File: config.mk
export PLATFORM = sky130hd
export DESIGN_NAME = cache_wtbuf
export DESIGN_NICKNAME = d
export VERILOG_FILES = /design/src/cache_addr_pkg.sv /design/src/cache_bus_pkg.sv /design/src/cache_wtbuf.sv
export VERILOG_INCLUDE_DIRS = /design/src /design/src/src
export SDC_FILE = /design/constraint.sdc
export NUM_CORES = 1
export LEC_CHECK = 0
export BUFFER_PORTS_ARGS = -buffer_cell sky130_fd_sc_hd__buf_2
export CAP_MARGIN = 10
export CORE_MARGIN = 2
export CORE_UTILIZATION = 42
export DETAILED_ROUTE_END_ITERATION = 16
export GPL_TIMING_DRIVEN = 1
export SLEW_MARGIN = 15
export SYNTH_ARGS = -nofsm -noshare
export SYNTH_HDL_FRONTEND = slang
export SYNTH_SLANG_ARGS = --single-unit
File: constraint.sdc
create_clock -name clk -period 7.3 [get_ports clk]
set_clock_uncertainty 0.2 [all_clocks]
set_input_delay 0.365 -clock clk [delete_from_list [all_inputs] [get_ports clk]]
set_output_delay 0.365 -clock clk [all_outputs]
set_load 0.05 [all_outputs]
File: src/cache_macros.svh
`ifndef CACHE_MACROS_SVH
`define CACHE_MACROS_SVH

// cache geometry
`define CACHE_N_WAYS        4
`define CACHE_WAY_W         2   // bits to number a way
`define CACHE_SETS_W        4   // 16 sets
`define CACHE_WORD_OFF_W    2   // 4 words per line

// front-end word and address
`define CACHE_ADDR_W        16  // byte address
`define CACHE_DATA_W        32
`define CACHE_NBYTES        4
`define CACHE_BYTE_W        2

// what is left of the address above byte, word and index bits
`define CACHE_TAG_W         8

// write-through buffer holds 2**n entries
`define CACHE_WTBUF_DEPTH_W 2

`endif

File: src/cache_addr_pkg.sv
`default_nettype none

`include "cache_macros.svh"

package cache_addr_pkg;

   // address fields, word address is split as {tag, index, woff}
   typedef logic [`CACHE_TAG_W-1:0]      tag_t;
   typedef logic [`CACHE_SETS_W-1:0]     index_t;
   typedef logic [`CACHE_WORD_OFF_W-1:0] woff_t;   // word within a line

   typedef logic [`CACHE_ADDR_W-`CACHE_BYTE_W-1:0] waddr_t;   // byte bits dropped

   // line address for refill, word offset dropped too
   typedef logic [`CACHE_ADDR_W-`CACHE_BYTE_W-`CACHE_WORD_OFF_W-1:0] line_addr_t;

   typedef logic [`CACHE_N_WAYS-1:0] way_vec_t;    // one bit per way
   typedef logic [`CACHE_WAY_W-1:0]  way_num_t;    // binary way number
   typedef logic [`CACHE_WAY_W-1:0]  lru_rank_t;   // 0 is least recent

endpackage

`default_nettype wire

File: src/cache_bus_pkg.sv
`default_nettype none

`include "cache_macros.svh"

package cache_bus_pkg;

   typedef logic [`CACHE_DATA_W-1:0] word_t;
   typedef logic [`CACHE_NBYTES-1:0] strb_t;   // all zero means read

   // one pending write-through transfer
   typedef struct packed {
      cache_addr_pkg::waddr_t addr;
      word_t                  data;
      strb_t                  strb;
   } wtbuf_entry_t;

   typedef enum logic [2:0] {
      IDLE,       // waiting for a request
      LOOKUP,     // arrays read, decide hit or miss
      FILL_REQ,   // drain buffer, then ask for the line
      FILL,       // collecting the four refill words
      RESPOND     // ready high for one cycle
   } ctrl_state_t;

endpackage

`default_nettype wire

File: src/cache_wtbuf.sv
`timescale 1ns/100ps
`default_nettype none

`include "cache_macros.svh"

module cache_wtbuf (
   input  wire                               clk,
   input  wire                               rst_n,
   input  wire                               push,
   input  wire cache_bus_pkg::wtbuf_entry_t  entry,
   output logic                              full,
   output logic                              empty,
   output logic                              write_valid,
   output cache_addr_pkg::waddr_t            write_addr,
   output cache_bus_pkg::word_t              write_wdata,
   output cache_bus_pkg::strb_t              write_wstrb,
   input  wire                               write_ready
);

   localparam int DEPTH = 1 << `CACHE_WTBUF_DEPTH_W;

   cache_bus_pkg::wtbuf_entry_t       mem [DEPTH];
   logic [`CACHE_WTBUF_DEPTH_W-1:0]   rd_ptr, wr_ptr;
   logic [`CACHE_WTBUF_DEPTH_W:0]     count;   // one extra bit for full
   logic                              pop;

   assign wr_ptr = rd_ptr + count[`CACHE_WTBUF_DEPTH_W-1:0];   // tail follows from head
   assign pop    = write_valid && write_ready;
   assign full   = (count == (`CACHE_WTBUF_DEPTH_W+1)'(DEPTH));
   assign empty  = (count == '0);

   // head entry sits on the write channel
   assign write_valid = !empty;
   assign write_addr  = mem[rd_ptr].addr;
   assign write_wdata = mem[rd_ptr].data;
   assign write_wstrb = mem[rd_ptr].strb;

   always_ff @(posedge clk)
   begin
      if (!rst_n)
      begin
         rd_ptr <= '0;
         count  <= '0;
      end
      else
      begin
         if (pop) rd_ptr <= rd_ptr + 1'b1;
         case ({push, pop})
            2'b10:   count <= count + 1'b1;
            2'b01:   count <= count - 1'b1;
            default: count <= count;   // none, or both at once
         endcase
      end
   end

   always_ff @(posedge clk)
   begin
      if (push) mem[wr_ptr] <= entry;   // caller never pushes when full
   end

endmodule

`default_nettype wire

==> results.json <==
{
  "io_buffers": 106,
  "leakage_nw": 3.26,
  "slew_violations": 0,
  "sequentialPowerShare_pct": 40.9,
  "status": "complete, no violations",
  "tightest_slew_ns": 0.785,
  "grt_pass1_vias": 3989,
  "yosysUniqueCellTypes": 25,
  "switchingPower_w": 0.00154,
  "cts_tree": "built",
  "synth_edf_count": 200,
  "power_density_nw_per_um2": 442,
  "design.portCount": 107,
  "cp-end-kind": "output pin",
  "ant_nets": 0,
  "p_comb_share_pct": 34.2,
  "fillers": 1429,
  "initial_core_util_pct": 42.5,
  "antenna_cells": 0,
  "holdPathEnd": "mem[3][13]$_DFFE_PP_",
  "ys_seq_area_share_pct": 80.7,
  "fin_ws_ns": 4.43,
  "fin_setup_tns_ns": 0,
  "layout_commonest_cell": "edfxtp_1",
  "vdd_drop_max_mv": 0.239,
  "cap_violations": 0,
  "r2r_cells": 5,
  "drt_first_pass_iters": 4,
  "fp.dieW_um": 139,
  "netlist_area_um2": 7610,
  "yosysTopAreaCell": "edfxtp_1",
  "crit-reg2reg-launch": "rd_ptr[0]$_SDFFE_PN0P_",
  "dpl.hpwl_mm": 7.73,
  "synth_nets": 363,
  "clkPwrFrac_pct": 24.9,
  "clock_path_buffers": 3,
  "fin_crit_sh_pct": 39.4,
  "clock_latency_ns": 0.49,
  "die_height_um": 139,
  "setup_viol": 0,
  "min_from": "push",
  "fin_nets": 539,
  "critPathMaxFanout": 26,
  "synth_ff_type": "edfxtp_1",
  "highest_layer": "met4",
  "post_cts_buffers": 0,
  "overflow": 0,
  "dp_cells": 634,
  "synthCells": 306,
  "rows": 49,
  "rsz0062_at_grt": "no",
  "arrival_ns": 2.31,
  "ys_warn_count": 0,
  "wl_met3_um": 831,
  "grt_max_degree": 51,
  "synth_top_cell_area_share_pct": 78.9,
  "layout_common_cells": "200 x edfxtp_1, 106 x buf_2, 52 x dlygate4sd3_1, 50 x mux4_2, 23 x clkbuf_16",
  "m1WireLength_mm": 5.87,
  "timing.rr.end": "mem[3][27]$_DFFE_PP_",
  "postPlaceCellArea_um2": 8410,
  "synth_area_leaders": "edfxtp_1 79%, mux4_2 15%, dfxtp_1 1.8%",
  "slew_headroom_pct": 47.7,
  "grt_antenna_before_repair": 0,
  "drc": 0,
  "syn_avg_cell_area_um2": 24.9,
  "routed_wirelength_mm": 13.7,
  "period_minus_slack_ns": 2.87,
  "final_area_um2": 9650,
  "max_freq_mhz": 348,
  "vias": 3689,
  "critPathKind": "register to output pin",
  "place_ws_ns": 4.72,
  "cp.required_ns": 6.73,
  "via_per_inst": 5.08,
  "start_kind": "register",
  "ys_ff_latch": 207,
  "wl_per_cell_um": 18.8,
  "area_growth_pct": 26.7,
  "drive_gt1_share_pct": 40.2,
  "cts_buffers": 22,
  "synthArstFlopShare_pct": 0,
  "min_path_cells": 3,
  "cts_max_level": 1,
  "routabilityCongestion": 0.710,
  "die_area_um2": 19200,
  "clk_pin_slew_ns": 0.06,
  "numClockSinks": 207,
  "holdCritPathClass": "input port to register",
  "grt_pass1_wl_mm": 21.6,
  "cts-root-buf": "clkbuf_16",
  "dr.first_iter.drc_count": 212,
  "finalNonFillerCells": 726,
  "p_sw_share_pct": 36.1,
  "wl_met2_mm": 6.79,
  "grtUsageTotal_pct": 14.3,
  "rrSetupSlack_ns": 4.83,
  "finalHoldViolations": 0,
  "power.internal_w": 0.00272,
  "coreArea_um2": 17900
}
## synthesized netlist by cell type (2+ instances only)
cell type	n
nor2_1	4
ha_1	2
edfxtp_1	200
buf_2	5
mux4_2	50
xnor2_1	3
buf_6	6
inv_1	4
and2_1	2
o21ai_1	2
xor2_1	2
o21ai_0	3
dfxtp_1	7
nand2_1	4
or3_1	2
## through the flow
step           power [W]  util, %  hold WS, ns
2_1_floorplan    0.00288        -        0.264
3_3_place_gp     0.00321     47.0        0.294
3_5_place_dp     0.00323     47.0        0.300
4_1_cts          0.00432     53.8        0.254
5_1_grt          0.00445     53.9        0.281
6_report         0.00426     53.9        0.270
## layout make-up
type	instances	area, um^2	area share [%]
flip-flops and latches	207	6150	63.8
multi-input cells	82	1380	14.3
repair buffers	164	1110	11.5
clock buffers	29	598	6.20
well taps	229	287	2.97
clock inverters	10	101	1.05
inverters	5	18.8	0.195
## critical path: stages (launching register included)
cell and delay [ns]:
dfxtp_4 0.70, buf_12 0.31, mux4_2 0.56, buf_2 0.23
## metal layers
layer | vias to the layer above | GRT usage (%)
li1 | 1644 | -
met1 | 1920 | 18.7
met2 | 107 | 24.9
met3 | 18 | 3.04
met4 | 0 | 3.62
met5 | - | 0
## worst max path at each step
| stage | to | slack [ns] | cells past startpoint |
|---|---|---|---|
| 2_1_floorplan | mem[3][0]$_DFFE_PP_ | 3.65 | 4 |
| 3_3_place_gp | write_wdata[24] | 4.70 | 2 |
| 3_5_place_dp | write_wdata[24] | 4.72 | 2 |
| 4_1_cts | write_wdata[24] | 4.20 | 2 |
| 5_1_grt | write_wdata[21] | 4.25 | 3 |
| 6_report | write_addr[13] | 4.43 | 3 |
## repair_timing
item,4_1_cts,5_1_grt
gates resized for setup,0,0
hold buffers,52,0
endpoints found under the hold margin,207,0
## state kept, by name, indices dropped and copies added (netlist names), named ones only
register  count
count         3
rd_ptr        2
mem         200
## power by group through the flow
stage	clock network, W	registers [W]	logic [W]
final	0.00106	0.00174	0.00146
after global routing	0.00113	0.00178	0.00154
after CTS	0.00109	0.00179	0.00144
after detailed placement	0	0.00181	0.00142
after global placement	0	0.00179	0.00141
after floorplan	0	0.00173	0.00115
## logic make-up (layout without fill, tap and decap cells)
group	count (synthesis)	after routing	share of synthesized area, %
and+or+nand+nor	17	17	1.27
adders and majority gates	3	3	0.592
DFF	207	207	80.7
buffers and inverters	17	208	1.51
xor gates and xnor gates	5	5	0.575
muxes	50	50	14.8
AOI/OAI and AO/OA	7	7	0.526
Note: power is estimated with default switching activity, not from simulation.
