File: src/cache_macros.svh
`ifndef CACHE_MACROS_SVH
`define CACHE_MACROS_SVH

// cache geometry
`define CACHE_N_WAYS        4
`define CACHE_WAY_W         2   // bits to number a way
`define CACHE_SETS_W        4   // 16 sets
`define CACHE_WORD_OFF_W    2   // 4 words per line

// front-end word and address
`define CACHE_ADDR_W        16  // byte address
`define CACHE_DATA_W        32
`define CACHE_NBYTES        4
`define CACHE_BYTE_W        2

// what is left of the address above byte, word and index bits
`define CACHE_TAG_W         8

// write-through buffer holds 2**n entries
`define CACHE_WTBUF_DEPTH_W 2

`endif

File: src/cache_addr_pkg.sv
`default_nettype none

`include "cache_macros.svh"

package cache_addr_pkg;

   // address fields, word address is split as {tag, index, woff}
   typedef logic [`CACHE_TAG_W-1:0]      tag_t;
   typedef logic [`CACHE_SETS_W-1:0]     index_t;
   typedef logic [`CACHE_WORD_OFF_W-1:0] woff_t;   // word within a line

   typedef logic [`CACHE_ADDR_W-`CACHE_BYTE_W-1:0] waddr_t;   // byte bits dropped

   // line address for refill, word offset dropped too
   typedef logic [`CACHE_ADDR_W-`CACHE_BYTE_W-`CACHE_WORD_OFF_W-1:0] line_addr_t;

   typedef logic [`CACHE_N_WAYS-1:0] way_vec_t;    // one bit per way
   typedef logic [`CACHE_WAY_W-1:0]  way_num_t;    // binary way number
   typedef logic [`CACHE_WAY_W-1:0]  lru_rank_t;   // 0 is least recent

endpackage

`default_nettype wire

File: src/cache_bus_pkg.sv
`default_nettype none

`include "cache_macros.svh"

package cache_bus_pkg;

   typedef logic [`CACHE_DATA_W-1:0] word_t;
   typedef logic [`CACHE_NBYTES-1:0] strb_t;   // all zero means read

   // one pending write-through transfer
   typedef struct packed {
      cache_addr_pkg::waddr_t addr;
      word_t                  data;
      strb_t                  strb;
   } wtbuf_entry_t;

   typedef enum logic [2:0] {
      IDLE,       // waiting for a request
      LOOKUP,     // arrays read, decide hit or miss
      FILL_REQ,   // drain buffer, then ask for the line
      FILL,       // collecting the four refill words
      RESPOND     // ready high for one cycle
   } ctrl_state_t;

endpackage

`default_nettype wire

File: src/cache_way_if.sv
`timescale 1ns/100ps
`default_nettype none

interface cache_way_if;

   cache_addr_pkg::index_t   index;            // set read every cycle
   cache_addr_pkg::tag_t     tag;              // tag of the held request
   cache_addr_pkg::woff_t    woff;
   logic                     wr_en;            // write hit update
   cache_bus_pkg::word_t     wdata;
   cache_bus_pkg::strb_t     wstrb;
   logic                     fill_en;          // one refill word this cycle
   cache_addr_pkg::woff_t    fill_woff;
   cache_bus_pkg::word_t     fill_data;
   logic                     lru_update;       // with fill_en marks the last word
   cache_addr_pkg::way_vec_t way_hit;
   cache_bus_pkg::word_t     rdata_line_word;
   cache_addr_pkg::way_vec_t victim;           // one-hot

   modport ctrl (output index, tag, woff, wr_en, wdata, wstrb,
                 output fill_en, fill_woff, fill_data, lru_update,
                 input  way_hit, rdata_line_word);

   modport ways (input  index, tag, woff, wr_en, wdata, wstrb,
                 input  fill_en, fill_woff, fill_data, lru_update, victim,
                 output way_hit, rdata_line_word);

   modport lru (input  index, way_hit, fill_en, lru_update,
                output victim);

endinterface

`default_nettype wire

File: src/cache_lru.sv
`timescale 1ns/100ps
`default_nettype none

`include "cache_macros.svh"

module cache_lru (
   input wire       clk,
   input wire       rst_n,
   input wire       invalidate,
   cache_way_if.lru wif
);

   localparam int NSETS = 1 << `CACHE_SETS_W;

   cache_addr_pkg::lru_rank_t rank_mem [NSETS][`CACHE_N_WAYS];
   cache_addr_pkg::lru_rank_t rank_q   [`CACHE_N_WAYS];   // ranks of current set
   cache_addr_pkg::lru_rank_t rank_nxt [`CACHE_N_WAYS];
   cache_addr_pkg::way_vec_t  acc;                        // way being touched
   cache_addr_pkg::lru_rank_t acc_rank;

   // rank zero is the least recently used way
   always_comb
   begin
      for (int w = 0; w < `CACHE_N_WAYS; w++)
         wif.victim[w] = (rank_q[w] == '0);
   end

   assign acc = wif.fill_en ? wif.victim : wif.way_hit;

   always_comb
   begin
      acc_rank = '0;
      for (int w = 0; w < `CACHE_N_WAYS; w++)
         if (acc[w]) acc_rank = acc_rank | rank_q[w];
      for (int w = 0; w < `CACHE_N_WAYS; w++)
      begin
         if (acc[w])
            rank_nxt[w] = '1;   // most recent
         else if (rank_q[w] > acc_rank)
            rank_nxt[w] = rank_q[w] - 1'b1;   // moves down past the old slot
         else
            rank_nxt[w] = rank_q[w];
      end
   end

   always_ff @(posedge clk)
   begin
      if (!rst_n || invalidate)
      begin
         // way i gets rank i, so way 0 goes first
         for (int s = 0; s < NSETS; s++)
            for (int w = 0; w < `CACHE_N_WAYS; w++)
               rank_mem[s][w] <= cache_addr_pkg::lru_rank_t'(w);
      end
      else if (wif.lru_update)
      begin
         for (int w = 0; w < `CACHE_N_WAYS; w++)
            rank_mem[wif.index][w] <= rank_nxt[w];
      end
   end

   always_ff @(posedge clk)
   begin
      for (int w = 0; w < `CACHE_N_WAYS; w++)
         rank_q[w] <= rank_mem[wif.index][w];
   end

endmodule

`default_nettype wire

File: src/flat_wrapper.sv
// flat-port wrapper written by rule: the top's interface ports become plain ports
module cache_lru_flat 
  (clk, rst_n, invalidate, wif_index, wif_way_hit, wif_fill_en, wif_lru_update, wif_victim);
  cache_way_if wif_i ();
  input wire clk;
  input wire rst_n;
  input wire invalidate;
  input wire logic [$bits(wif_i.index)-1:0] wif_index;
  input wire logic [$bits(wif_i.way_hit)-1:0] wif_way_hit;
  input wire logic [$bits(wif_i.fill_en)-1:0] wif_fill_en;
  input wire logic [$bits(wif_i.lru_update)-1:0] wif_lru_update;
  output wire logic [$bits(wif_i.victim)-1:0] wif_victim;
  assign wif_i.index = wif_index;
  assign wif_i.way_hit = wif_way_hit;
  assign wif_i.fill_en = wif_fill_en;
  assign wif_i.lru_update = wif_lru_update;
  assign wif_victim = wif_i.victim;
  cache_lru u_core (.clk(clk), .rst_n(rst_n), .invalidate(invalidate), .wif(wif_i));
endmodule
File: config.mk
export PLATFORM = sky130hd
export DESIGN_NAME = cache_lru_flat
export DESIGN_NICKNAME = d
export VERILOG_FILES = /design/src/cache_addr_pkg.sv /design/src/cache_bus_pkg.sv /design/src/cache_way_if.sv /design/src/cache_lru.sv /design/src/flat_wrapper.sv
export VERILOG_INCLUDE_DIRS = /design/src /design/src/src
export SDC_FILE = /design/constraint.sdc
export NUM_CORES = 1
export LEC_CHECK = 0
export ABC_AREA = 1
export BUFFER_PORTS_ARGS = -buffer_cell sky130_fd_sc_hd__buf_2
export CORE_MARGIN = 4
export CORE_UTILIZATION = 40
export CTS_CLUSTER_SIZE = 8
export DETAILED_ROUTE_END_ITERATION = 8
export PLACE_DENSITY = 0.66
export SLEW_MARGIN = 10
export SYNTH_ARGS = -nofsm -noshare
export SYNTH_HDL_FRONTEND = slang
export SYNTH_SLANG_ARGS = --single-unit
File: constraint.sdc
create_clock -name clk -period 3.7 [get_ports clk]
set_input_delay 0.555 -clock clk [delete_from_list [all_inputs] [get_ports clk]]
set_output_delay 0.555 -clock clk [all_outputs]
set_load 0.005 [all_outputs]
==> results.cfg, run 1 <==
[status]
status = complete, no violations

[sta]
slew_viol_final = 0
clock.fmax_mhz = 318
fin_ws_ps = 552
tightest_slew_ps = 797
finalCritPeriodShare_pct = 85.1
post-route-min-period_ps = 3150
rsz0062_at_grt = false
hold_violations = 0
finalSetupViolations = 0
skew_ps = 6.06
maxSlewHeadroom_pct = 46.7
fin_tns_setup_ps = 0

[place]
dp_cells = 1022
place_ws_ps = 348
dpl_cell_area_um2 = 7430
hpwl_um = 11400
gp_congestion = 0.828
portBuffers = 16

[cells_and_area]
nFillCells = 1663
num_antenna_cells = 0
nets = 841
stdcell_area_um2 = 8080
instances_no_fill = 1054
syn_to_final_growth_pct = 12.0
drive_above_1_share_pct = 14.2

[worst_setup_path]
required_ps = 3950
end_kind = flop
criticalPathCategory = flop to flop
slowest_stage = nand3b_1
cp_cell_sequence = inv_1 > ha_1 > inv_1 > nand2_1 > o21ai_4 > o21ai_0 > nor2_1 > o21ai_0 > ha_1 > o21bai_1 > nand3b_1 > nand4_1
start_kind = flop
critPathArrivalTime_ps = 3400
crit_fanout = 19
rrSetupSlack_ps = 550
crit_path_max_incr_delay_ps = 600

[global_routing]
grt_util_met1_pct = 24.1
antenna_found_initial = 0
met3_usage_pct = 4.57
use_met2_pct = 31.0
grt_max_degree = 51
grt_pass1_vias = 5403
grt_pass1_wl_um = 28700
grt.busiest_layer = met2
grt_overflow = 0
grt_usage_pct = 18.6

[power_and_ir_drop]
vdd_drop_max_mv = 0.362
p_leak_nw = 3.34
p_per_area_nw_per_um2 = 533

[drt]
first_pass_iters = 5
avgViaCountPerCell = 5.16
drc = 0
routed_wl_um = 17700
routedWlPerCell_um = 16.8
via_count = 5439
drtIter0Drc = 433
ant_nets = 0

[floorplan]
start_util_pct = 41.3
fp.coreArea_um2 = 17500
num_rows = 48
die_h_um = 142
io_pins = 17
dieArea_um2 = 20200
die_w_um = 142

[logic_synthesis]
syn_area_um2 = 7210
ys_seq_elements = 136
syn_area_per_cell_um2 = 8.91
synth_cells = 810
syn_nets = 835
synth_warnings = 0
yosys.cell_types.count = 27
ys_seq_area_share_pct = 55.5

[clock_network]
root_buffer = clkbuf_16
clock_path_buffers = 2
cts_htree_levels = 4
clk_pin_slew_ps = 60
cts_resized = 0
postCtsSetupBuffers = 0
clock_latency_ps = 420
cts_sinks = 136
numCtsBuffers = 17
ctsHoldBuffers = 0
cts_tree = built

[worst_hold_path]
hold_class = primary input to flop

[job]
maxCapViolCount = 0
[worst paths after layout]
kind,startpoint,to,cells after the start
setup / recovery,u_core.rank_q[1][0],u_core.rank_mem[13][3],12
setup reg to reg,u_core.rank_q[1][0],u_core.rank_mem[13][3],12
hold / removal,wif_index[3],u_core.rank_q[1][0],6
hold reg to reg,u_core.rank_mem[8][3],u_core.rank_q[2][1],8
[critical path, delay by kind of cell, from the launching register on]
family                     cells  cell delay, ps
and+or+nand+nor                4            1100
AOI/OAI and AO/OA              4             900
adders and majority gates      2             500
DFF                            1             340
buffers and inverters          2             140
[power by group]
part	internal (W)	switching, W	leakage (nW)	total, W
Combinational	0.000156	0.000554	1.76	0.000710
Clock	0.00121	0.000645	0.315	0.00185
Sequential	0.00173	0.0000161	1.26	0.00174
Total	0.00309	0.00122	3.34	0.00430
[sequential cells by signal, summed over array words and instances (netlist names)]
name / flops
u_core.rank_q: 8
u_core.rank_mem: 128
[cells by family (layout without fill, tap and decap cells)]
family | count (synthesis) | count (layout) | synth area share, %
AND/OR/NAND/NOR | 549 | 549 | 34.6
buffers and inverters | 98 | 117 | 6.21
flip-flops | 136 | 136 | 55.5
AO/OA/AOI/OAI | 15 | 15 | 1.58
adder cells (fa/ha/maj) | 12 | 12 | 2.08
[synth_stat cells (all sizes together)]
library cell  instances  area share, %
nand2               383             20
edfxtp              128             53
nor2                 91            7.2
nand4                68            6.7
inv                  57            3.0
buf                  29            2.6
clkbuf               12           0.62
ha                   12            2.1
dfxtp                 8            2.2
o21ai                 6           0.78
nand3                 4           0.28
o21bai                4           0.42
a21oi                 3           0.21
nand3b                3           0.31
o22ai                 2           0.17
[final cells by class]
type | instances | area, um2 | share of cell area, %
flip-flops and latches | 136 | 4000 | 49.6
multi-input cells | 576 | 2760 | 34.2
clock buffers | 18 | 439 | 5.44
well taps | 225 | 282 | 3.49
inverters | 57 | 216 | 2.68
clock inverters | 14 | 204 | 2.53
repair buffers | 28 | 170 | 2.11
[layer usage]
layer | share of wire [%] | up-vias | wire length [um]
met1 | 43 | 2560 | 7670
li1 | - | 2686 | -
met4 | 1.9 | 0 | 344
met5 | 0 | - | 0
met3 | 5.3 | 37 | 940
met2 | 49 | 156 | 8710
[cells in the final DEF, fill, tap and decap left out, drive strengths merged, types with 4 or more instances in the layout]
master and n:
buf 28, edfxtp 128, nand3 4, bufinv 5
nand4 68, clkbuf 18, nor2 91, clkinv 7
o21ai 6, ha 12, o21bai 4, inv 57
nand2 383, dfxtp 8
[per-stage QoR]
stage | hold slack, ps | utilization, % | total power [W]
floorplan | 628 | - | 0.00225
CTS | 635 | 46.2 | 0.00430
finish | 643 | 46.2 | 0.00430
global route | 666 | 46.2 | 0.00446
detailed placement | 691 | 42.5 | 0.00248
global placement | 690 | 42.5 | 0.00246
Note: power is estimated with default switching activity, not from simulation.
==> run 2: changes to the inputs <==
- CORE_MARGIN: 4 -> 5
- clock period: 3.7 -> 3.4 ns (I/O delays scaled with it)
==> results.cfg, run 2 (same netlist as run 1, synthesis figures left out) <==
[drt]
dr_wl_met2_um = 9200
via_count = 5505
wl_met1_um = 7900
avgViaCountPerCell = 5.17
first_pass_iters = 4
met3_length_um = 836
drtIter0Drc = 340
routed_wl_um = 18400
drc = 0
top_layer_used = met4
routedWlPerCell_um = 17.3
ant_nets = 0

[power_and_ir_drop]
comb_power_share_pct = 17.4
vdd_drop_max_mv = 0.361
fin_total_pwr_w = 0.00460
p_switching_w = 0.00132
clkPwrFrac_pct = 41.4
p_leak_nw = 3.34
intPower_w = 0.00328
p_per_area_nw_per_um2 = 569
power.share.sequential_pct = 41.2
swShare_pct = 28.7

[cells_and_area]
layout_commonest_cell = nand2_1
reg_top3 = u_core.rank_mem: 128 flops, u_core.rank_q: 8 flops
largest_register_ffs = 128
drive_above_1_share_pct = 14.4
nFillCells = 1685
nets = 847
syn_to_final_growth_pct = 12.2
final_cell_mix = nand2_1 (380), edfxtp_1 (128), nor2_1 (64), nand4_1 (64), inv_1 (36)
registers.top_by_ff_count = u_core.rank_mem
num_antenna_cells = 0

[worst_setup_path]
critPathArrivalTime_ps = 3240
rrSetupSlack_ps = 290
startpoint = u_core.rank_q[1][0]
cp-endpoint = u_core.rank_mem[7][4]
required_ps = 3530
r2r-end = u_core.rank_mem[7][4]
criticalPathCategory = flop to flop
start_kind = flop
reg2reg_depth = 13
r2r-start = u_core.rank_q[1][0]
crit_fanout = 19
end_kind = flop

[global_routing]
grt_overflow = 0
antenna_found_initial = 0
grt_pass1_wl_um = 28400
grt_max_degree = 56
grt_usage_pct = 18.3
grt_pass1_vias = 5234

[sta]
finalCritPeriodShare_pct = 91.5
finalSetupViolations = 0
slew_viol_final = 0
tightest_slew_ps = 681
hold_violations = 0
clock.fmax_mhz = 322
maxSlewHeadroom_pct = 54.5
post-route-min-period_ps = 3110
skew_ps = 6.56
rsz0062_at_grt = false
fin_tns_setup_ps = 0

[floorplan]
die_h_um = 144
die_w_um = 144
num_rows = 49
start_util_pct = 40.4
io_pins = 17
dieArea_um2 = 20800
fp.coreArea_um2 = 17800

[clock_network]
clock_path_buffers = 2
cts_sinks = 136
cts_htree_levels = 4
numCtsBuffers = 17
ctsHoldBuffers = 0
postCtsSetupBuffers = 0
cts_resized = 0
clock_latency_ps = 420
root_buffer = clkbuf_16
cts_tree = built
clk_pin_slew_ps = 60

[place]
portBuffers = 16
hpwl_um = 12000
gp_congestion = 0.848

[job]
maxCapViolCount = 0

[worst_hold_path]
hold_class = primary input to flop

[status]
status = complete, no violations
run 2: cell count changes in the layout (fill, tap and decap cells not counted), sizes merged:
cell,delta
clkinvlp,+1
bufinv,-1
buf,+6
run 2: final cells by class:
cell class              count  area (um2)  share of cell area (%)
clock inverters            14         181                    2.24
inverters                  57         216                    2.67
well taps                 229         287                    3.54
multi-input cells         576        2760                    34.1
flip-flops and latches    136        4000                    49.5
repair buffers             34         215                    2.66
clock buffers              18         429                    5.30
run 2: layer usage:
layer,vias up,track usage [%]
met4,0,6.77
li1,2695,-
met3,43,3.21
met1,2614,23.5
met5,-,0
met2,153,31.1
run 2: power by group through the flow:
| stage | Sequential [W] | Clock [W] | Combinational (W) |
|---|---|---|---|
| 2_1_floorplan | 0.00193 | 0 | 0.000522 |
| 3_3_place_gp | 0.00193 | 0 | 0.000777 |
| 3_5_place_dp | 0.00193 | 0 | 0.000787 |
| 4_1_cts | 0.00190 | 0.00191 | 0.000790 |
| 5_1_grt | 0.00190 | 0.00199 | 0.000868 |
| 6_report | 0.00190 | 0.00191 | 0.000801 |
run 2: metrics by stage:
| stage | utilization [%] | hold WS [ps] | setup slack [ps] | std cells | area [um2] |
|---|---|---|---|---|---|
| CTS | 45.4 | 586 | 346 | 1064 | 8090 |
| global route | 45.4 | 603 | 42.2 | 1064 | 8090 |
| floorplan | - | 628 | 950 | 810 | 7210 |
| global placement | 41.9 | 698 | 310 | 1032 | 7480 |
| finish | 45.4 | 601 | 291 | 1064 | 8090 |
| detailed placement | 41.9 | 692 | 205 | 1032 | 7480 |
run 2: worst min-delay path by stage:
stage,from,endpoint,cells after the start
after floorplan,u_core.rank_q[3][0],u_core.rank_mem[13][0],2
after CTS,wif_way_hit[1],u_core.rank_mem[11][4],3
after global routing,wif_way_hit[1],u_core.rank_mem[11][4],3
final,wif_way_hit[1],u_core.rank_mem[11][4],3
after global placement,u_core.rank_mem[12][4],u_core.rank_q[1][0],8
after detailed placement,u_core.rank_mem[4][4],u_core.rank_q[1][0],8
run 2: worst max-delay path: stages, from the launching register on:
cell and delay [ps]:
dfxtp_1 370, inv_1 100, ha_1 220, inv_1 50, nand2_1 70, o21ai_4 240
o21ai_0 170, nor2_1 110, o21ai_0 210, ha_1 260, o21bai_1 180, nand2_1 120
nand2_1 530, nand4_1 180
