### config.mk
export PLATFORM = sky130hd
export DESIGN_NAME = cache_ctrl_flat
export DESIGN_NICKNAME = d
export VERILOG_FILES = /design/src/cache_addr_pkg.sv /design/src/cache_bus_pkg.sv /design/src/cache_way_if.sv /design/src/cache_ctrl.sv /design/src/flat_wrapper.sv
export VERILOG_INCLUDE_DIRS = /design/src /design/src/src
export SDC_FILE = /design/constraint.sdc
export NUM_CORES = 1
export LEC_CHECK = 0
export BUFFER_PORTS_ARGS = -buffer_cell sky130_fd_sc_hd__clkbuf_2
export CAP_MARGIN = 20
export CORE_AREA = 2 2 122 124
export DETAILED_ROUTE_END_ITERATION = 8
export DIE_AREA = 0 0 124 126
export GPL_TIMING_DRIVEN = 0
export REMOVE_ABC_BUFFERS = 1
export SLEW_MARGIN = 20
export SYNTH_ARGS = -nofsm -noshare
export SYNTH_HDL_FRONTEND = slang
export SYNTH_SLANG_ARGS = --single-unit
### constraint.sdc
create_clock -name clk -period 7.05 [get_ports clk]
set_input_delay 0.705 -clock clk [delete_from_list [all_inputs] [get_ports clk]]
set_output_delay 0.705 -clock clk [all_outputs]
set_load 0.02 [all_outputs]
### src/cache_macros.svh
`ifndef CACHE_MACROS_SVH
`define CACHE_MACROS_SVH

// cache geometry
`define CACHE_N_WAYS        4
`define CACHE_WAY_W         2   // bits to number a way
`define CACHE_SETS_W        4   // 16 sets
`define CACHE_WORD_OFF_W    2   // 4 words per line

// front-end word and address
`define CACHE_ADDR_W        16  // byte address
`define CACHE_DATA_W        32
`define CACHE_NBYTES        4
`define CACHE_BYTE_W        2

// what is left of the address above byte, word and index bits
`define CACHE_TAG_W         8

// write-through buffer holds 2**n entries
`define CACHE_WTBUF_DEPTH_W 2

`endif

### src/cache_addr_pkg.sv
`default_nettype none

`include "cache_macros.svh"

package cache_addr_pkg;

   // address fields, word address is split as {tag, index, woff}
   typedef logic [`CACHE_TAG_W-1:0]      tag_t;
   typedef logic [`CACHE_SETS_W-1:0]     index_t;
   typedef logic [`CACHE_WORD_OFF_W-1:0] woff_t;   // word within a line

   typedef logic [`CACHE_ADDR_W-`CACHE_BYTE_W-1:0] waddr_t;   // byte bits dropped

   // line address for refill, word offset dropped too
   typedef logic [`CACHE_ADDR_W-`CACHE_BYTE_W-`CACHE_WORD_OFF_W-1:0] line_addr_t;

   typedef logic [`CACHE_N_WAYS-1:0] way_vec_t;    // one bit per way
   typedef logic [`CACHE_WAY_W-1:0]  way_num_t;    // binary way number
   typedef logic [`CACHE_WAY_W-1:0]  lru_rank_t;   // 0 is least recent

endpackage

`default_nettype wire

### src/cache_bus_pkg.sv
`default_nettype none

`include "cache_macros.svh"

package cache_bus_pkg;

   typedef logic [`CACHE_DATA_W-1:0] word_t;
   typedef logic [`CACHE_NBYTES-1:0] strb_t;   // all zero means read

   // one pending write-through transfer
   typedef struct packed {
      cache_addr_pkg::waddr_t addr;
      word_t                  data;
      strb_t                  strb;
   } wtbuf_entry_t;

   typedef enum logic [2:0] {
      IDLE,       // waiting for a request
      LOOKUP,     // arrays read, decide hit or miss
      FILL_REQ,   // drain buffer, then ask for the line
      FILL,       // collecting the four refill words
      RESPOND     // ready high for one cycle
   } ctrl_state_t;

endpackage

`default_nettype wire

### src/cache_way_if.sv
`timescale 1ns/100ps
`default_nettype none

interface cache_way_if;

   cache_addr_pkg::index_t   index;            // set read every cycle
   cache_addr_pkg::tag_t     tag;              // tag of the held request
   cache_addr_pkg::woff_t    woff;
   logic                     wr_en;            // write hit update
   cache_bus_pkg::word_t     wdata;
   cache_bus_pkg::strb_t     wstrb;
   logic                     fill_en;          // one refill word this cycle
   cache_addr_pkg::woff_t    fill_woff;
   cache_bus_pkg::word_t     fill_data;
   logic                     lru_update;       // with fill_en marks the last word
   cache_addr_pkg::way_vec_t way_hit;
   cache_bus_pkg::word_t     rdata_line_word;
   cache_addr_pkg::way_vec_t victim;           // one-hot

   modport ctrl (output index, tag, woff, wr_en, wdata, wstrb,
                 output fill_en, fill_woff, fill_data, lru_update,
                 input  way_hit, rdata_line_word);

   modport ways (input  index, tag, woff, wr_en, wdata, wstrb,
                 input  fill_en, fill_woff, fill_data, lru_update, victim,
                 output way_hit, rdata_line_word);

   modport lru (input  index, way_hit, fill_en, lru_update,
                output victim);

endinterface

`default_nettype wire

### src/cache_ctrl.sv
`timescale 1ns/100ps
`default_nettype none

`include "cache_macros.svh"

module cache_ctrl (
   input  wire                               clk,
   input  wire                               rst_n,
   // front end
   input  wire                               valid,
   input  wire cache_addr_pkg::waddr_t       addr,
   input  wire cache_bus_pkg::word_t         wdata,
   input  wire cache_bus_pkg::strb_t         wstrb,
   output logic                              ready,
   output cache_bus_pkg::word_t              rdata,
   cache_way_if.ctrl                         wif,
   // refill channel
   output logic                              replace_valid,
   output cache_addr_pkg::line_addr_t        replace_addr,
   input  wire                               replace_ready,
   input  wire                               read_valid,
   input  wire cache_addr_pkg::woff_t        read_addr,
   input  wire cache_bus_pkg::word_t         read_rdata,
   // write-through buffer
   output logic                              wtbuf_push,
   output cache_bus_pkg::wtbuf_entry_t       wtbuf_entry,
   input  wire                               wtbuf_full,
   input  wire                               wtbuf_empty,
   output logic                              read_hit,
   output logic                              read_miss,
   output logic                              write_hit,
   output logic                              write_miss
);

   cache_bus_pkg::ctrl_state_t state, state_nxt;
   cache_addr_pkg::waddr_t     req_addr, cur_addr;
   cache_bus_pkg::word_t       req_wdata, rdata_q;
   cache_bus_pkg::strb_t       req_wstrb;
   logic                       is_write, hit, hit_q, missed;
   logic [`CACHE_WORD_OFF_W:0] fill_cnt;   // msb set once the line is complete
   logic                       fill_last;

   // in IDLE the arrays are already read at the incoming address
   assign cur_addr = (state == cache_bus_pkg::IDLE) ? addr : req_addr;
   assign is_write = |req_wstrb;
   assign hit      = |wif.way_hit;

   assign wif.index = cur_addr[`CACHE_WORD_OFF_W +: `CACHE_SETS_W];
   assign wif.woff  = cur_addr[`CACHE_WORD_OFF_W-1:0];
   assign wif.tag   = req_addr[`CACHE_ADDR_W-`CACHE_BYTE_W-1 -: `CACHE_TAG_W];
   assign wif.wdata = req_wdata;
   assign wif.wstrb = req_wstrb;

   // each write is pushed once, as LOOKUP is left
   assign wtbuf_push  = (state == cache_bus_pkg::LOOKUP) && is_write && !wtbuf_full;
   assign wtbuf_entry = '{addr: req_addr, data: req_wdata, strb: req_wstrb};
   assign wif.wr_en   = wtbuf_push;   // ways gate this with way_hit

   // refill only after earlier writes have reached memory
   assign replace_valid = (state == cache_bus_pkg::FILL_REQ) && wtbuf_empty;
   assign replace_addr  = req_addr[`CACHE_ADDR_W-`CACHE_BYTE_W-1:`CACHE_WORD_OFF_W];

   assign wif.fill_en   = (state == cache_bus_pkg::FILL) && read_valid;
   assign wif.fill_woff = read_addr;
   assign wif.fill_data = read_rdata;
   assign fill_last     = wif.fill_en &&
                          (fill_cnt == {1'b0, {`CACHE_WORD_OFF_W{1'b1}}});

   // victim rank on the last fill word, hit way rank on a hit
   // a stalled write hit updates once, as it leaves LOOKUP
   assign wif.lru_update = fill_last ||
                           ((state == cache_bus_pkg::LOOKUP) && hit &&
                            (!is_write || !wtbuf_full));

   assign ready      = (state == cache_bus_pkg::RESPOND);
   assign rdata      = rdata_q;
   assign read_hit   = ready && !is_write && hit_q;
   assign read_miss  = ready && !is_write && !hit_q;
   assign write_hit  = ready && is_write && hit_q;
   assign write_miss = ready && is_write && !hit_q;

   always_comb
   begin
      state_nxt = state;
      case (state)
         cache_bus_pkg::IDLE:
            if (valid) state_nxt = cache_bus_pkg::LOOKUP;
         cache_bus_pkg::LOOKUP:
            if (is_write)
            begin
               if (!wtbuf_full) state_nxt = cache_bus_pkg::RESPOND;   // else stall
            end
            else if (hit)
               state_nxt = cache_bus_pkg::RESPOND;
            else
               state_nxt = cache_bus_pkg::FILL_REQ;
         cache_bus_pkg::FILL_REQ:
            if (replace_valid && replace_ready) state_nxt = cache_bus_pkg::FILL;
         cache_bus_pkg::FILL:
            // one spare cycle so the arrays show the new line
            if (fill_cnt[`CACHE_WORD_OFF_W]) state_nxt = cache_bus_pkg::LOOKUP;
         default:
            state_nxt = cache_bus_pkg::IDLE;   // RESPOND
      endcase
   end

   always_ff @(posedge clk)
   begin
      if (!rst_n)
      begin
         state    <= cache_bus_pkg::IDLE;
         hit_q    <= 1'b0;
         missed   <= 1'b0;
         fill_cnt <= '0;
      end
      else
      begin
         state <= state_nxt;
         if (state == cache_bus_pkg::IDLE)
            missed <= 1'b0;
         else if ((state == cache_bus_pkg::LOOKUP) && !is_write && !hit)
            missed <= 1'b1;   // answered later from the refilled line
         if (state == cache_bus_pkg::LOOKUP)
            hit_q <= hit && !missed;
         if (state == cache_bus_pkg::FILL_REQ)
            fill_cnt <= '0;
         else if (wif.fill_en)
            fill_cnt <= fill_cnt + 1'b1;
      end
   end

   always_ff @(posedge clk)
   begin
      if ((state == cache_bus_pkg::IDLE) && valid)
      begin
         req_addr  <= addr;
         req_wdata <= wdata;
         req_wstrb <= wstrb;
      end
      if ((state == cache_bus_pkg::LOOKUP) && hit)
         rdata_q <= wif.rdata_line_word;
   end

endmodule

`default_nettype wire

### src/flat_wrapper.sv
// flat-port wrapper written by rule: the top's interface ports become plain ports
module cache_ctrl_flat 
  (clk, rst_n, valid, addr, wdata, wstrb, ready, rdata, replace_valid, replace_addr, replace_ready, read_valid, read_addr, read_rdata, wtbuf_push, wtbuf_entry, wtbuf_full, wtbuf_empty, read_hit, read_miss, write_hit, write_miss, wif_index, wif_tag, wif_woff, wif_wr_en, wif_wdata, wif_wstrb, wif_fill_en, wif_fill_woff, wif_fill_data, wif_lru_update, wif_way_hit, wif_rdata_line_word);
  cache_way_if wif_i ();
  input  wire clk;
  input  wire rst_n;
  input  wire valid;
  input  wire cache_addr_pkg::waddr_t addr;
  input  wire cache_bus_pkg::word_t wdata;
  input  wire cache_bus_pkg::strb_t wstrb;
  output logic ready;
  output cache_bus_pkg::word_t rdata;
  output logic replace_valid;
  output cache_addr_pkg::line_addr_t replace_addr;
  input  wire replace_ready;
  input  wire read_valid;
  input  wire cache_addr_pkg::woff_t read_addr;
  input  wire cache_bus_pkg::word_t read_rdata;
  output logic wtbuf_push;
  output cache_bus_pkg::wtbuf_entry_t wtbuf_entry;
  input  wire wtbuf_full;
  input  wire wtbuf_empty;
  output logic read_hit;
  output logic read_miss;
  output logic write_hit;
  output logic write_miss;
  output wire logic [$bits(wif_i.index)-1:0] wif_index;
  output wire logic [$bits(wif_i.tag)-1:0] wif_tag;
  output wire logic [$bits(wif_i.woff)-1:0] wif_woff;
  output wire logic [$bits(wif_i.wr_en)-1:0] wif_wr_en;
  output wire logic [$bits(wif_i.wdata)-1:0] wif_wdata;
  output wire logic [$bits(wif_i.wstrb)-1:0] wif_wstrb;
  output wire logic [$bits(wif_i.fill_en)-1:0] wif_fill_en;
  output wire logic [$bits(wif_i.fill_woff)-1:0] wif_fill_woff;
  output wire logic [$bits(wif_i.fill_data)-1:0] wif_fill_data;
  output wire logic [$bits(wif_i.lru_update)-1:0] wif_lru_update;
  input wire logic [$bits(wif_i.way_hit)-1:0] wif_way_hit;
  input wire logic [$bits(wif_i.rdata_line_word)-1:0] wif_rdata_line_word;
  assign wif_index = wif_i.index;
  assign wif_tag = wif_i.tag;
  assign wif_woff = wif_i.woff;
  assign wif_wr_en = wif_i.wr_en;
  assign wif_wdata = wif_i.wdata;
  assign wif_wstrb = wif_i.wstrb;
  assign wif_fill_en = wif_i.fill_en;
  assign wif_fill_woff = wif_i.fill_woff;
  assign wif_fill_data = wif_i.fill_data;
  assign wif_lru_update = wif_i.lru_update;
  assign wif_i.way_hit = wif_way_hit;
  assign wif_i.rdata_line_word = wif_rdata_line_word;
  cache_ctrl u_core (.clk(clk), .rst_n(rst_n), .valid(valid), .addr(addr), .wdata(wdata), .wstrb(wstrb), .ready(ready), .rdata(rdata), .wif(wif_i), .replace_valid(replace_valid), .replace_addr(replace_addr), .replace_ready(replace_ready), .read_valid(read_valid), .read_addr(read_addr), .read_rdata(read_rdata), .wtbuf_push(wtbuf_push), .wtbuf_entry(wtbuf_entry), .wtbuf_full(wtbuf_full), .wtbuf_empty(wtbuf_empty), .read_hit(read_hit), .read_miss(read_miss), .write_hit(write_hit), .write_miss(write_miss));
endmodule
==> out/qor.yml, run 1 <==
sta:
  rsz0062_at_grt: "no"
  tightest_slew_ns: 0.792
  setup_tns_ns: 0
  slew_headroom_pct: 47.2
  hold_viol: 0
  period_needed_ns: 3.08
  timing.final.crit_share_pct: 43.7
  clock_skew_ns: 0.0104
  max_freq_mhz: 325
  finalSetupViolations: 0
  maxSlewViolCount: 0
setup_path:
  end_kind: "primary output"
  rrSetupSlack_ns: 4.86
  crit_chain: "nor3b_1 > and2_2 > a22o_1 > clkbuf_2"
  crit_path_start_kind: "flip-flop"
  r2r-end: "u_core.wif.wdata[29]$_DFFE_PP_"
  crit_type: "flip-flop to primary output"
  reg2reg_depth: 3
  arrival_ns: 2.37
  worstSetupEndpoint: "wif_lru_update"
  cp_max_fo: 34
  max_stage_delay_ns: 0.71
  critPathLaunch: "u_core.state[0]$_SDFFE_PN0P_"
  timing.critical_path.buf_inv: 1
  cpLargestDelayFamily: "simple AND/OR/NAND/NOR gates"
  crit_required_ns: 6.34
  worstReg2RegStart: "u_core.state[0]$_SDFFE_PN0P_"
  cp_slowest_cell: "and2_2"
  cp_num_cells: 4
route:
  vias: 2464
  routed_via_density: 4.16
  drt_iter0_drc: 81
  wl_per_cell_um: 17.8
  ant_nets: 0
  drcViolationCount: 0
  drtPass1Iterations: 4
  drt_wl_total_mm: 10.5
logic_synthesis:
  synth_area_leaders: "edfxtp_1, buf_4, dfxtp_1"
  ys_types: 37
  synth-async-reset-ratio_pct: 0
  avgSynthCellArea_um2: 15.5
  synthFlopType: "edfxtp_1"
  ys_seq_elements: 90
  yosys.area.top_type: "edfxtp_1"
  yosysSeqAreaShare_pct: 70.3
  synth_edf_count: 82
  synth_top_area_share_pct: 66.0
  syn_area_um2: 3730
  synth_warnings: 0
  syn_inst: 240
power_and_ir_drop:
  p_per_area_nw_per_um2: 270
  finalPower_w: 0.00130
  leakage_nw: 2.16
  peakVddDrop_uv: 145
cts:
  insertion_delay_ns: 0.34
  cts.clk_slew.worst_paths_ns: 0.07
  cts_root_buf: "clkbuf_16"
  cts_tree: "done"
  cts_resized: 0
  htreeDepth: 3
  cts.sink_count: 90
  cts_setup_buffers: 0
  cts_buffers: 9
  cts_hold_buf: 0
  clock_path_buffers: 2
placement:
  dpl.hpwl_mm: 8.61
  placed_area_um2: 4520
  routabilityCongestion: 0.694
  io_buffers: 246
hold_path:
  hp-class: "flip-flop to flip-flop"
floorplan:
  die_x_um: 124
  num_rows: 44
  ioPinCount: 315
  coreArea_um2: 14300
  start_util_pct: 26.0
  die_height_um: 126
  die-area_um2: 15600
flow_run:
  max-cap-violations: 0
cells_and_area:
  antennaDiodeCount: 0
  nNetsFinal: 533
  final_cell_area_um2: 4810
  layout_common_cells: "clkbuf_2, edfxtp_1, clkbuf_16"
  syn_to_final_growth_pct: 29.0
  final_common_cell: "clkbuf_2"
  drive_gt1_share_pct: 66.7
global_routing:
  grt_max_degree: 35
  gr-usage-all-layers_pct: 13.3
  grt_pass1_vias: 2519
  antenna_found_initial: 0
  grt_pass1_wl_mm: 14.8
  gr-total-overflow: 0
run_status:
  status: "complete, no violations"
## layer usage
| layer | vias to the layer above | GRT usage [%] | share of wire (%) |
|---|---|---|---|
| met4 | 2 | 5.35 | 1.4 |
| met1 | 1144 | 16.1 | 41 |
| li1 | 1095 | - | - |
| met3 | 10 | 9.10 | 15 |
| met2 | 213 | 18.1 | 42 |
| met5 | - | 3.29 | 0.52 |
## where the power goes
group	total, W	internal (W)	switching [W]	leakage (nW)
combinational	0.000182	0.0000619	0.000121	1.18
sequential	0.000641	0.000622	0.0000185	0.841
clock	0.000476	0.000275	0.000200	0.143
## cells by family after synthesis
family          share of synthesized area (%)
buf+inv                                  19.0
mux                                      1.81
flops                                    70.3
fa+ha+maj                               0.671
compound gates                           2.55
simple gates                             5.64
## metrics by stage
| stage | std cells | utilization [%] | setup slack (ns) | hold slack, ns |
|---|---|---|---|---|
| after floorplan | 146 | - | 4.17 | 0.441 |
| after CTS | 593 | 33.6 | 3.89 | 0.472 |
| after global routing | 593 | 33.6 | 3.73 | 0.512 |
| final | 593 | 33.6 | 3.97 | 0.469 |
| after global placement | 576 | 31.4 | 3.70 | 0.448 |
| after detailed placement | 577 | 31.5 | 3.98 | 0.456 |
## final cells by class
class                      count  area (um^2)
multi-input combinational     53          400
inverter                       3         11.3
clock inverter                 6         65.1
clock buffer                  10          229
timing repair buffer         247         1250
tap                          184          230
sequential                    90         2620
fill                        1462         9500
## how the worst min path moves through the flow
stage | from | to | slack (ns) | depth (start not counted)
after global placement | u_core.missed$_SDFFE_PP0P_ | u_core.missed$_SDFFE_PP0P_ | 0.45 | 1
final | u_core.missed$_SDFFE_PP0P_ | u_core.missed$_SDFFE_PP0P_ | 0.47 | 1
after floorplan | u_core.missed$_SDFFE_PP0P_ | u_core.missed$_SDFFE_PP0P_ | 0.44 | 1
after detailed placement | u_core.missed$_SDFFE_PP0P_ | u_core.missed$_SDFFE_PP0P_ | 0.46 | 1
after global routing | u_core.fill_cnt[1]$_SDFFE_PP0P_ | u_core.fill_cnt[1]$_SDFFE_PP0P_ | 0.51 | 2
after CTS | u_core.missed$_SDFFE_PP0P_ | u_core.missed$_SDFFE_PP0P_ | 0.47 | 1
## registers in the layout (all words and copies together), names as in the netlist
register / count
u_core.fill_cnt: 3
u_core.hit_q: 1
u_core.missed: 1
u_core.rdata: 32
u_core.req_addr: 14
u_core.state: 3
u_core.wif.wdata: 32
u_core.wif.wstrb: 4
## synth_stat cells, drive strengths merged, types with 2 or more instances
| master | count |
|---|---|
| buf | 93 |
| edfxtp | 82 |
| dfxtp | 8 |
| mux2 | 6 |
| nand2 | 4 |
| nor2b | 4 |
| inv | 3 |
| nor3 | 3 |
| nor3b | 3 |
| a21oi | 2 |
| and2 | 2 |
| and3 | 2 |
| ha | 2 |
| nand4b | 2 |
| nor2 | 2 |
| o21a | 2 |
| o21ai | 2 |
| or4 | 2 |
(Power assumes the default switching activity.)
==> inputs of run 2 (changes only) <==
Settings changed: CORE_AREA 2 2 122 124 to 2 2 123 125, DIE_AREA 0 0 124 126 to 0 0 125 127.
Clock period 7.05 ns to 2.5 ns, I/O delays scaled along.
==> out/qor.yml, run 2 (same netlist as run 1, synthesis figures left out) <==
cells_and_area:
  final_cell_area_um2: 4820  # +0.26%
  layout_common_cells: "clkbuf_2, edfxtp_1, clkbuf_16"
  final_common_cell: "clkbuf_2"
  multi_input_area_um2: 414  # +3.4%
  regArea_um2: 2620  # unchanged
  fillers: 1476  # +0.96%
  nNetsFinal: 534  # +0.19%
  antennaDiodeCount: 0  # unchanged
  syn_to_final_growth_pct: 29.3
  drive_gt1_share_pct: 66.8  # +0.081 points
power_and_ir_drop:
  power_frac_clock_pct: 36.7  # about the same
  combPwrFrac_pct: 14.1  # about the same
  peakVddDrop_uv: 291  # +100%
  p_per_area_nw_per_um2: 760  # +180%
  finalPower_w: 0.00367  # +180%
  seq_power_share_pct: 49.2  # about the same
  switching_power_w: 0.000960  # +180%
  swShare_pct: 26.2  # +0.051 points
  leakage_nw: 2.17  # +0.31%
  power.internal_w: 0.00271  # +180%
sta:
  timing.final.crit_share_pct: 92.9
  maxSlewViolCount: 0  # unchanged
  hold_viol: 0  # unchanged
  period_needed_ns: 2.32
  tightest_slew_ns: 0.668  # -0.124 ns
  timing.hold.ws_ns: 0.0747  # -0.395 ns
  max_freq_mhz: 431
  worst_slack_ns: 0.178  # -3.79 ns
  slew_headroom_pct: 55.2  # +8.0 points
  clock_skew_ns: 0.00702  # -0.00341 ns
  setup_tns_ns: 0  # unchanged
  rsz0062_at_grt: "no"
  finalSetupViolations: 0  # unchanged
route:
  drt_wl_total_mm: 10.8  # +2.2%
  drcViolationCount: 0  # unchanged
  drtPass1Iterations: 4  # unchanged
  wl_per_cell_um: 18.1  # +2.0%
  routed_via_density: 4.22  # +1.6%
  drt_iter0_drc: 83  # +2.5%
  ant_nets: 0  # unchanged
  vias: 2507  # +1.7%
setup_path:
  end_kind: "primary output"
  crit_path_start_kind: "flip-flop"
  max_stage_delay_ns: 0.60  # -0.11 ns
  arrival_ns: 2.07  # -0.30 ns
  r2r-end: "u_core.wif.wdata[27]$_DFFE_PP_"
  rrSetupSlack_ns: 0.32  # -4.54 ns
  crit_type: "flip-flop to primary output"
  reg2reg_depth: 3  # unchanged
  crit_chain: "nor3b_2 > and2_4 > a22o_1 > clkbuf_2"
  crit_required_ns: 2.25  # -4.09 ns
  worstReg2RegStart: "u_core.state[0]$_SDFFE_PN0P_"
  worstSetupEndpoint: "wif_lru_update"
  cp_slowest_cell: "dfxtp_1"
  cp_max_fo: 17  # -50%
  critPathLaunch: "u_core.state[0]$_SDFFE_PN0P_"
cts:
  cts_root_buf: "clkbuf_16"
  cts_tree: "done"
  cts_buffers: 9  # unchanged
  insertion_delay_ns: 0.35  # about the same
  clock_path_buffers: 2  # unchanged
  htreeDepth: 3  # unchanged
  cts.clk_slew.worst_paths_ns: 0.07  # about the same
  cts.sink_count: 90  # unchanged
global_routing:
  gr-usage-all-layers_pct: 12.9  # -0.48 points
  gr-total-overflow: 0  # unchanged
  grt_pass1_vias: 2430  # -3.5%
  grt_max_degree: 36  # +2.9%
  grt_pass1_wl_mm: 15.0  # +1.9%
  antenna_found_initial: 0  # unchanged
floorplan:
  ioPinCount: 315  # unchanged
  coreArea_um2: 14400  # +0.77%
  die_x_um: 125  # +0.81%
  num_rows: 44  # unchanged
  start_util_pct: 25.9  # -0.20 points
  die-area_um2: 15900  # +1.6%
  die_height_um: 127  # +0.79%
flow_run:
  max-cap-violations: 0  # unchanged
placement:
  routabilityCongestion: 0.731  # +5.5%
  dpl.hpwl_mm: 8.63  # +0.27%
  dp_slack_ns: 0.217  # -3.77 ns
  io_buffers: 246  # unchanged
  placed_area_um2: 4520  # unchanged
run_status:
  status: "complete, no violations"
hold_path:
  hp-class: "input pin to flip-flop"
[run 2: cell count changes in the layout (fill, tap and decap cells not counted)]
cell	delta
and2_4	+1
clkinv_1	+1
clkinv_2	-1
clkinv_4	-1
inv_6	+1
nor3b_1	-1
nor3b_2	+1
[run 2: worst max-delay path, delay by kind of cell, from the launching register on]
kind,cells,cell delay (ns)
and+or+nand+nor,2,0.75
AOI/OAI and AO/OA,1,0.20
buffers and inverters,1,0.18
DFF,1,0.60
[run 2: worst min-delay path by stage]
stage	from	endpoint	slack [ns]	cells past startpoint
2_1_floorplan	wif_rdata_line_word[0]	u_core.rdata[0]$_DFFE_PP_	0.35	0
3_3_place_gp	wdata[29]	u_core.wif.wdata[29]$_DFFE_PP_	0.43	1
3_5_place_dp	addr[6]	u_core.req_addr[6]$_DFFE_PP_	0.43	1
4_1_cts	wdata[9]	u_core.wif.wdata[9]$_DFFE_PP_	0.06	1
5_1_grt	wdata[9]	u_core.wif.wdata[9]$_DFFE_PP_	0.05	1
6_report	wdata[15]	u_core.wif.wdata[15]$_DFFE_PP_	0.07	1
[run 2: per-layer routing]
metal / track usage [%] / up-vias / routed length [um]
li1: - / 1102 / -
met1: 15.2 / 1163 / 4270
met2: 16.7 / 226 / 4420
met3: 10.2 / 14 / 1840
met4: 5.49 / 2 / 173
met5: 3.41 / - / 65
[run 2: through the flow]
step           util (%)  instances
2_1_floorplan         -        146
4_1_cts            33.3        593
5_1_grt            33.4        594
3_5_place_dp       31.3        577
3_3_place_gp       31.2        576
6_report           33.4        594
[run 2: timing repair]
item / in CTS / in global routing
cloned: 0 / 1
resized for setup: 1 / 1
pin swaps: 0 / 1
endpoints found under the setup margin: 1 / 1
setup buffers: 0 / 0
hold buffers: 0 / 0
[run 2: layout make-up]
type / count / area share [%]
multi-input combinational: 54 / 8.59
clock buffer: 10 / 4.75
sequential: 90 / 54.4
clock inverter: 6 / 1.32
inverter: 3 / 0.234
tap: 184 / 4.77
timing repair buffer: 247 / 25.9
[run 2: power by group through the flow]
stage | logic (W) | clock network [W] | registers, W
3_3_place_gp | 0.000506 | 0 | 0.00184
6_report | 0.000516 | 0.00135 | 0.00181
2_1_floorplan | 0.0000849 | 0 | 0.00201
5_1_grt | 0.000548 | 0.00146 | 0.00182
4_1_cts | 0.000519 | 0.00140 | 0.00181
3_5_place_dp | 0.000518 | 0 | 0.00184
